**config.mk**
```make
export PLATFORM = sky130hd
export DESIGN_NAME = exe_stage
export DESIGN_NICKNAME = d
export VERILOG_FILES = /design/src/common/exe_pkg.sv /design/src/common/mem_pkg.sv /design/src/exe/exe_alu.sv /design/src/exe/exe_mul.sv /design/src/lsu/lsu_store_align.sv /design/src/lsu/lsu_xlate.sv /design/src/source/exe_stage.sv
export VERILOG_INCLUDE_DIRS = /design/src /design/src/common
export SDC_FILE = /design/constraint.sdc
export NUM_CORES = 2
export LEC_CHECK = 0
export ABC_AREA = 1
export BUFFER_PORTS_ARGS = -buffer_cell sky130_fd_sc_hd__buf_4
export CORE_MARGIN = 5
export CORE_UTILIZATION = 60
export DETAILED_ROUTE_END_ITERATION = 12
export HOLD_SLACK_MARGIN = 0.02
export PLACE_DENSITY_LB_ADDON = 0.15
export SYNTH_ARGS = -nofsm -noshare
export SYNTH_HDL_FRONTEND = slang
export SYNTH_SLANG_ARGS = --single-unit
```
**constraint.sdc**
```tcl
create_clock -name clk -period 10.1 [get_ports clk]
set_clock_uncertainty 0.05 [all_clocks]
set_input_delay 0.505 -clock clk [delete_from_list [all_inputs] [get_ports clk]]
set_output_delay 0.505 -clock clk [all_outputs]
set_load 0.01 [all_outputs]
```
**src/common/exe_defines.svh**
```systemverilog
`ifndef EXE_DEFINES_SVH
`define EXE_DEFINES_SVH

// datapath and address width
`define EXE_XLEN 32

// general register index
`define EXE_REG_ADDR_W 5

// direct-map window segment, top bits of the address
`define EXE_SEG_W 3

// part of the address a window passes through untouched
`define EXE_SEG_OFF_W 29

`endif

```
**src/common/exe_pkg.sv**
```systemverilog
`include "exe_defines.svh"

package exe_pkg;

    typedef logic [`EXE_XLEN-1:0]       word_t;
    typedef logic [`EXE_REG_ADDR_W-1:0] reg_addr_t;

    typedef enum logic [3:0] {
        alu_add, alu_sub, alu_slt, alu_sltu,
        alu_and, alu_or, alu_xor, alu_nor,
        alu_sll, alu_srl, alu_sra, alu_lui
    } alu_op_e;

    typedef enum logic [1:0] {
        mul_none, mul_w, mulh_w, mulh_wu
    } mul_op_e;

    typedef enum logic [3:0] {
        ls_none, ld_b, ld_bu, ld_h, ld_hu, ld_w, st_b, st_h, st_w
    } ls_op_e;

    // one instruction coming in from decode
    typedef struct packed {
        word_t     pc;
        word_t     imm;
        word_t     rj;
        word_t     rkd;
        reg_addr_t dest;
        logic      gr_we;
        logic      src1_is_pc;
        logic      src2_is_imm;
        alu_op_e   alu_op;
        mul_op_e   mul_op;
        ls_op_e    ls_op;
    } issue_t;

    // handed on to the memory stage
    typedef struct packed {
        word_t     pc;
        reg_addr_t dest;
        logic      gr_we;
        word_t     value;       // alu / mul result or vaddr
        ls_op_e    ls_op;
        logic [1:0] ld_off;
        logic      ale;
        logic      adem;
        logic      xlate_miss;
        logic      ex;
    } result_t;

endpackage

```
**src/common/mem_pkg.sv**
```systemverilog
`include "exe_defines.svh"

package mem_pkg;

    typedef logic [3:0] byte_en_t;

    typedef enum logic [1:0] {
        size_byte = 2'd0,
        size_half = 2'd1,
        size_word = 2'd2
    } size_e;

    typedef struct packed {
        logic [26:0] rsvd_hi;
        logic        pg;
        logic        da;
        logic        rsvd_lo;
        logic [1:0]  plv;
    } crmd_t;

    // direct-map window register
    typedef struct packed {
        logic [`EXE_SEG_W-1:0] vseg;    // 31:29
        logic                  rsvd_28;
        logic [`EXE_SEG_W-1:0] pseg;    // 27:25
        logic [20:0]           rsvd_mid;
        logic                  plv3_en;
        logic [1:0]            rsvd_lo;
        logic                  plv0_en;
    } dmw_t;

    typedef struct packed {
        logic           wr;
        size_e          size;
        byte_en_t       wstrb;
        exe_pkg::word_t addr;
        exe_pkg::word_t wdata;
    } mem_req_t;

endpackage

```
**src/exe/exe_alu.sv**
```systemverilog
`timescale 1ns/1ps

module exe_alu (
    input  exe_pkg::alu_op_e alu_op,
    input  exe_pkg::word_t   src1,
    input  exe_pkg::word_t   src2,
    output exe_pkg::word_t   result
);
    import exe_pkg::*;

    word_t      sum;
    word_t      diff;
    logic [4:0] shamt;

    assign sum   = src1 + src2;
    assign diff  = src1 - src2;
    assign shamt = src2[4:0];       // only low five bits matter

    always_comb begin
        case (alu_op)
            alu_add: begin
                result = sum;
            end
            alu_sub: begin
                result = diff;
            end
            alu_slt: begin
                result = word_t'($signed(src1) < $signed(src2));
            end
            alu_sltu: begin
                result = word_t'(src1 < src2);
            end
            alu_and: begin
                result = src1 & src2;
            end
            alu_or: begin
                result = src1 | src2;
            end
            alu_xor: begin
                result = src1 ^ src2;
            end
            alu_nor: begin
                result = ~(src1 | src2);
            end
            alu_sll: begin
                result = src1 << shamt;
            end
            alu_srl: begin
                result = src1 >> shamt;
            end
            alu_sra: begin
                result = word_t'($signed(src1) >>> shamt);
            end
            alu_lui: begin
                result = src2;      // imm already shifted by decode
            end
            default: begin
                result = '0;
            end
        endcase
    end

endmodule

```
**src/exe/exe_mul.sv**
```systemverilog
`timescale 1ns/1ps
`include "exe_defines.svh"

module exe_mul (
    input  logic             clk,
    input  logic             reset,
    input  logic             start,
    input  logic             clear,
    input  exe_pkg::mul_op_e mul_op,
    input  exe_pkg::word_t   src1,
    input  exe_pkg::word_t   src2,
    output exe_pkg::word_t   result,
    output logic             mul_done
);
    import exe_pkg::*;

    logic                        sign_ext;
    logic signed [`EXE_XLEN:0]   opa;
    logic signed [`EXE_XLEN:0]   opb;
    logic signed [2*`EXE_XLEN+1:0] prod;
    word_t                       prod_sel;

    // one 33x33 signed multiplier covers both signed and unsigned forms
    assign sign_ext = (mul_op != mulh_wu);
    assign opa      = {sign_ext & src1[`EXE_XLEN-1], src1};
    assign opb      = {sign_ext & src2[`EXE_XLEN-1], src2};
    assign prod     = opa * opb;

    assign prod_sel = (mul_op == mul_w) ? prod[`EXE_XLEN-1:0]
                                        : prod[2*`EXE_XLEN-1:`EXE_XLEN];

    always_ff @(posedge clk) begin
        if (reset) begin
            mul_done <= 1'b0;
        end else if (clear) begin
            mul_done <= 1'b0;       // item left the stage
        end else if (start) begin
            mul_done <= 1'b1;
        end
    end

    // capture once, on the first cycle of the multiply
    always_ff @(posedge clk) begin
        if (start && !mul_done) begin
            result <= prod_sel;
        end
    end

endmodule

```
**src/lsu/lsu_store_align.sv**
```systemverilog
`timescale 1ns/1ps

module lsu_store_align (
    input  exe_pkg::word_t    vaddr,
    input  exe_pkg::ls_op_e   ls_op,
    input  exe_pkg::word_t    rkd,
    output mem_pkg::size_e    size,
    output mem_pkg::byte_en_t wstrb,
    output exe_pkg::word_t    wdata,
    output logic              wr,
    output logic              ale
);
    import exe_pkg::*;
    import mem_pkg::*;

    logic       is_b;
    logic       is_h;
    logic       is_w;
    logic [1:0] off;
    byte_en_t   strb;

    assign is_b = ls_op inside {ld_b, ld_bu, st_b};
    assign is_h = ls_op inside {ld_h, ld_hu, st_h};
    assign is_w = ls_op inside {ld_w, st_w};
    assign wr   = ls_op inside {st_b, st_h, st_w};
    assign off  = vaddr[1:0];

    always_comb begin
        if (is_b) begin
            size  = size_byte;
            strb  = 4'b0001 << off;
            wdata = {4{rkd[7:0]}};      // byte lane picked by strobe
        end else if (is_h) begin
            size  = size_half;
            strb  = 4'b0011 << off;
            wdata = {2{rkd[15:0]}};
        end else begin
            size  = size_word;
            strb  = 4'b1111;
            wdata = rkd;
        end
    end

    assign wstrb = wr ? strb : '0;      // loads never write

    assign ale = (is_h && off[0]) || (is_w && (off != 2'b00));

endmodule

```
**src/lsu/lsu_xlate.sv**
```systemverilog
`timescale 1ns/1ps
`include "exe_defines.svh"

module lsu_xlate (
    input  exe_pkg::word_t vaddr,
    input  logic           mem_op,
    input  mem_pkg::crmd_t crmd,
    input  mem_pkg::dmw_t  dmw0,
    input  mem_pkg::dmw_t  dmw1,
    output exe_pkg::word_t paddr,
    output logic           adem,
    output logic           xlate_miss
);
    import exe_pkg::*;
    import mem_pkg::*;

    logic  mapped;
    logic  plv0;
    logic  plv3;
    logic  hit0;
    logic  hit1;
    word_t win0_addr;
    word_t win1_addr;

    // window matches on vseg and must be enabled for the current level
    function automatic logic win_hit(dmw_t w, word_t va, logic lvl0, logic lvl3);
        logic seg_eq;
        seg_eq  = (va[`EXE_XLEN-1 -: `EXE_SEG_W] == w.vseg);
        win_hit = seg_eq && ((lvl0 && w.plv0_en) || (lvl3 && w.plv3_en));
    endfunction

    assign mapped = ~crmd.da & crmd.pg;
    assign plv0   = (crmd.plv == 2'd0);
    assign plv3   = (crmd.plv == 2'd3);

    assign hit0 = mapped && win_hit(dmw0, vaddr, plv0, plv3);
    assign hit1 = mapped && win_hit(dmw1, vaddr, plv0, plv3);

    assign win0_addr = {dmw0.pseg, vaddr[`EXE_SEG_OFF_W-1:0]};
    assign win1_addr = {dmw1.pseg, vaddr[`EXE_SEG_OFF_W-1:0]};

    // dmw0 has priority; direct mode falls through to vaddr
    assign paddr = hit0 ? win0_addr :
                   hit1 ? win1_addr :
                          vaddr;

    // no tlb behind the windows
    assign xlate_miss = mem_op && mapped && !hit0 && !hit1;

    // user mode may not touch the upper half
    assign adem = mem_op && vaddr[`EXE_XLEN-1] && plv3;

endmodule

```
**src/source/exe_stage.sv**
```systemverilog
`timescale 1ns/1ps

module exe_stage (
    input  logic              clk,
    input  logic              reset,
    input  logic              in_valid,
    output logic              in_allowin,
    input  exe_pkg::issue_t   in_op,
    output logic              out_valid,
    input  logic              out_allowin,
    output exe_pkg::result_t  out_res,
    output logic              mem_req_valid,
    output mem_pkg::mem_req_t mem_req,
    input  mem_pkg::crmd_t    csr_crmd,
    input  mem_pkg::dmw_t     csr_dmw0,
    input  mem_pkg::dmw_t     csr_dmw1
);
    import exe_pkg::*;
    import mem_pkg::*;

    logic    valid;
    issue_t  op_r;
    logic    ready_go;
    logic    fire;
    logic    is_mul;
    logic    mem_op;
    alu_op_e alu_op_sel;
    word_t   src1;
    word_t   src2;
    word_t   alu_result;
    word_t   mul_result;
    logic    mul_done;
    word_t   paddr;
    logic    adem;
    logic    xlate_miss;
    logic    ale;
    logic    ex;

    ////////////////////////////////////////////////////////////////////////////
    // pipeline register
    ////////////////////////////////////////////////////////////////////////////

    assign is_mul     = (op_r.mul_op != mul_none);
    assign mem_op     = (op_r.ls_op != ls_none);
    assign ready_go   = !is_mul || mul_done;    // mul waits one cycle
    assign in_allowin = !valid || (ready_go && out_allowin);
    assign out_valid  = valid && ready_go;
    assign fire       = out_valid && out_allowin;

    always_ff @(posedge clk) begin
        if (reset) begin
            valid <= 1'b0;
        end else if (in_allowin) begin
            valid <= in_valid;
        end
    end

    always_ff @(posedge clk) begin
        if (in_valid && in_allowin) begin
            op_r <= in_op;
        end
    end

    ////////////////////////////////////////////////////////////////////////////
    // operands and units
    ////////////////////////////////////////////////////////////////////////////

    assign src1 = op_r.src1_is_pc  ? op_r.pc  : op_r.rj;
    assign src2 = op_r.src2_is_imm ? op_r.imm : op_r.rkd;

    // address is always base + offset
    assign alu_op_sel = mem_op ? alu_add : op_r.alu_op;

    exe_alu u_alu (
        .alu_op (alu_op_sel),
        .src1   (src1),
        .src2   (src2),
        .result (alu_result)
    );

    exe_mul u_mul (
        .clk      (clk),
        .reset    (reset),
        .start    (valid && is_mul),
        .clear    (fire),
        .mul_op   (op_r.mul_op),
        .src1     (src1),
        .src2     (src2),
        .result   (mul_result),
        .mul_done (mul_done)
    );

    lsu_xlate u_xlate (
        .vaddr      (alu_result),
        .mem_op     (mem_op),
        .crmd       (csr_crmd),
        .dmw0       (csr_dmw0),
        .dmw1       (csr_dmw1),
        .paddr      (paddr),
        .adem       (adem),
        .xlate_miss (xlate_miss)
    );

    lsu_store_align u_align (
        .vaddr (alu_result),
        .ls_op (op_r.ls_op),
        .rkd   (op_r.rkd),
        .size  (mem_req.size),
        .wstrb (mem_req.wstrb),
        .wdata (mem_req.wdata),
        .wr    (mem_req.wr),
        .ale   (ale)
    );

    ////////////////////////////////////////////////////////////////////////////
    // result and memory request
    ////////////////////////////////////////////////////////////////////////////

    assign ex = ale || adem || xlate_miss;

    always_comb begin
        out_res.pc         = op_r.pc;
        out_res.dest       = op_r.dest;
        out_res.gr_we      = op_r.gr_we;
        out_res.value      = is_mul ? mul_result : alu_result;
        out_res.ls_op      = op_r.ls_op;
        out_res.ld_off     = alu_result[1:0];  // byte select for the load path
        out_res.ale        = ale;
        out_res.adem       = adem;
        out_res.xlate_miss = xlate_miss;
        out_res.ex         = ex;
    end

    assign mem_req.addr  = paddr;
    assign mem_req_valid = fire && mem_op && !ex;   // memory takes it right away

endmodule

```
==> results.md <==
- Yosys reg bits: 180
- Avg Cell Area, Syn: just under 8 um2
- Post-synth EDFFs: ~180
- H-tree Lvls: 4
- Fin cells: between 8000 and 9000
- Area fraction in compound gates after synthesis: roughly 7.5%
- Most frequent cells in the layout: nand2_1, inv_1, fa_1, nor2_1, buf_4
- CTS Hold Bufs: 0
- Yosys warns: 0
- Crit path max fanout: 35
- Post-synthesis mux area share: less than 1%
- DRC Markers: 0
- WL final: 228000 um
- Post-DR wirelength/cell: 27.6 um
- Port Buffers: around 320
- Most frequent CP cell: fa_1
- Longest Clk Path Bufs: 2
- Total of max-cap violations: 0
- Maximum clock rate: roughly 0.10 GHz
- Via count: 50400
- Critical Path End Type: flip-flop
- GRT Residual Overflow: 0
- Worst EP required: roughly 10 ns
- Clk slew on worst S/H paths: roughly 0.13 ns
- Fin Setup TNS: 0 ns
- FF/Latch Area: 5390 um2
- RSZ-0062 raised after global routing: false
- Clk sink count: 180
- 1st-iter DRT viols: 6181
- Final Hold Vio Count: 0
- Class of the worst hold path: input port to flip-flop
- # IOs: 400
- Cells after Synth: 6883
- Status: completed
- Most common cell after layout, fill and taps aside: nand2_1
- Horiz. Die Dim: 312 um
- Final nets: 8737
- Vias in the first global route: 51900
- Mapped Nets: approximately 8600
- Multi-input gate area: between 40000 and 50000 um2
- Global-route wire length before repair: roughly 340000 um
- CTS tree: done
- Layout cells sized above 1: approximately a tenth
- Main combinational cell family by area after synthesis: adder cells
- # rows: 110
- Final ANT Viol Nets: 0
- HPWL Detailed: 187000 um
- Slew margin rel.: a little under an eighth
- Die Ht: approximately 310 um
- Cell Count Post-Placement: approximately 8200
- Slowest stage delay, CP: 0.73 ns
- Post-CTS Setup Inserts: 0
- Initial DRT Pass Iterations: 10
- Overall routing resource usage: 47.3%
- Register area share after synthesis: just under 10%
- Cts bufs inserted: 17
- Simple-Gate Fraction of Synth Area: 20.4%
- Post-Syn Area: 54600 um2
- Post-CTS sizing: 0
- Antenna violations before repair: 11
- Largest net degree at the start of global routing: 88
- XOR/XNOR share of the synthesized area: less than 1%
- Slowest cell on crit path: fa_1
- Layout Area Growth over Synthesis: 7.92%
- Crit path DAT: slightly below 10 ns
- Core Region: about 90000 um2
- Initial Util: approximately three fifths
- Minimum clock period: ~9.5 ns
- Worst-Margin Slew: between 1 and 1.5 ns
- RePlAce Congestion: about 1.1
- Max-slew violations: 0
- Setup violators final: 0
- Worst skew pair latency: between 0.5 and 0.6 ns
- Worst setup SP type: flip-flop
- Post-synth cell types: 66
- Die footprint: just under 100000 um2
- Number of fill cells: a little under 8000
- Vias per cell: approximately 6
- Synth async-reset ratio: 0%
- Post-Synth Adder-Cell Area: around half
- Root Buffer: clkbuf_16
- Setup CP Type: flip-flop to flip-flop
- Primary FF master, synth: edfxtp_1
- Tcrit/Tclk final: roughly 94%
## metal layers
metal	vias up	wire length, um	part of all wire [%]	global-route usage (%)
met5	-	287	0.13	1.88
met4	12	23800	10	36.7
met3	1104	33400	15	19.5
met2	3687	94900	42	68.4
met1	24500	75700	33	55.9
li1	21000	-	-	-
## cell type report
type / count / share of cell area, %
tap: 1176 / 2.50
antenna: 9 / 0.0382
timing repair buffer: 505 / 6.50
clock buffer: 17 / 0.722
sequential: 180 / 9.15
clock inverter: 15 / 0.361
inverter: 1433 / 9.14
multi-input combinational: 4914 / 71.6
## state kept, by name (all words and copies together), names as in the netlist
register        cells
valid               1
u_mul.mul_done      1
out_res            42
u_mul.result       32
op_r              104
## worst max-delay path, delay by kind of cell (launching register included)
kind / cells / cell delay, ns
AO/OA/AOI/OAI: 4 / 1.17
adder cells (fa/ha/maj): 9 / 4.89
buffers and inverters: 7 / 1.17
flip-flops: 1 / 0.44
AND/OR/NAND/NOR: 11 / 1.54
## path summary, 6_finish.rpt
check	depth (start not counted)	slack, ns	from	endpoint
worst min-delay path	1	0.08	in_op[119]	out_res[53]$_DFFE_PP_
worst min register to register	2	0.48	u_mul.mul_done$_SDFFE_PP0P_	u_mul.mul_done$_SDFFE_PP0P_
worst max register to register	31	0.56	op_r[10]$_DFFE_PP_	u_mul.result[24]$_DFFE_PP_
worst max-delay path	31	0.56	op_r[10]$_DFFE_PP_	u_mul.result[24]$_DFFE_PP_
## stage by stage
step / utilization [%] / area [um2] / setup WS (ns) / hold slack [ns]
after floorplan: - / 54600 / 1.99 / 0.441
after global placement: 64.6 / 58200 / 0.820 / 0.457
after detailed placement: 64.6 / 58200 / 0.746 / 0.472
after CTS: 65.3 / 58900 / 0.732 / 0.0530
after global routing: 65.3 / 58900 / 0.277 / 0.0772
final: 65.3 / 58900 / 0.556 / 0.0841
## kinds of logic (layout without fill, tap and decap cells)
kind of cell,Yosys count,in the layout
AO/OA/AOI/OAI,710,710
XOR/XNOR,39,39
adder cells (fa/ha/maj),1440,1440
buffers and inverters,1789,1970
flip-flops,180,180
multiplexers,2,2
other,0,9
AND/OR/NAND/NOR,2723,2723
## synthesized netlist by cell type (all sizes together) (18+ instances only)
| library cell | n | share of area (%) |
|---|---|---|
| clkbuf | 192 | 1.3 |
| inv | 1418 | 9.8 |
| o21ai | 304 | 2.9 |
| a31oi | 28 | 0.32 |
| nand4 | 27 | 0.32 |
| fa | 1127 | 41 |
| o21bai | 21 | 0.29 |
| nor3 | 35 | 0.32 |
| or2 | 43 | 0.49 |
| ha | 313 | 7.2 |
| edfxtp | 178 | 9.8 |
| a21oi | 226 | 2.1 |
| o221ai | 18 | 0.29 |
| o211ai | 23 | 0.33 |
| nand2 | 1687 | 12 |
| o22ai | 22 | 0.25 |
| xnor2 | 24 | 0.39 |
| buf | 164 | 1.9 |
| nor2 | 626 | 4.4 |
| nand3 | 275 | 2.6 |
Power is not shown: default switching activity piles up to over one toggle a cycle in this logic, so the estimate is an artifact.
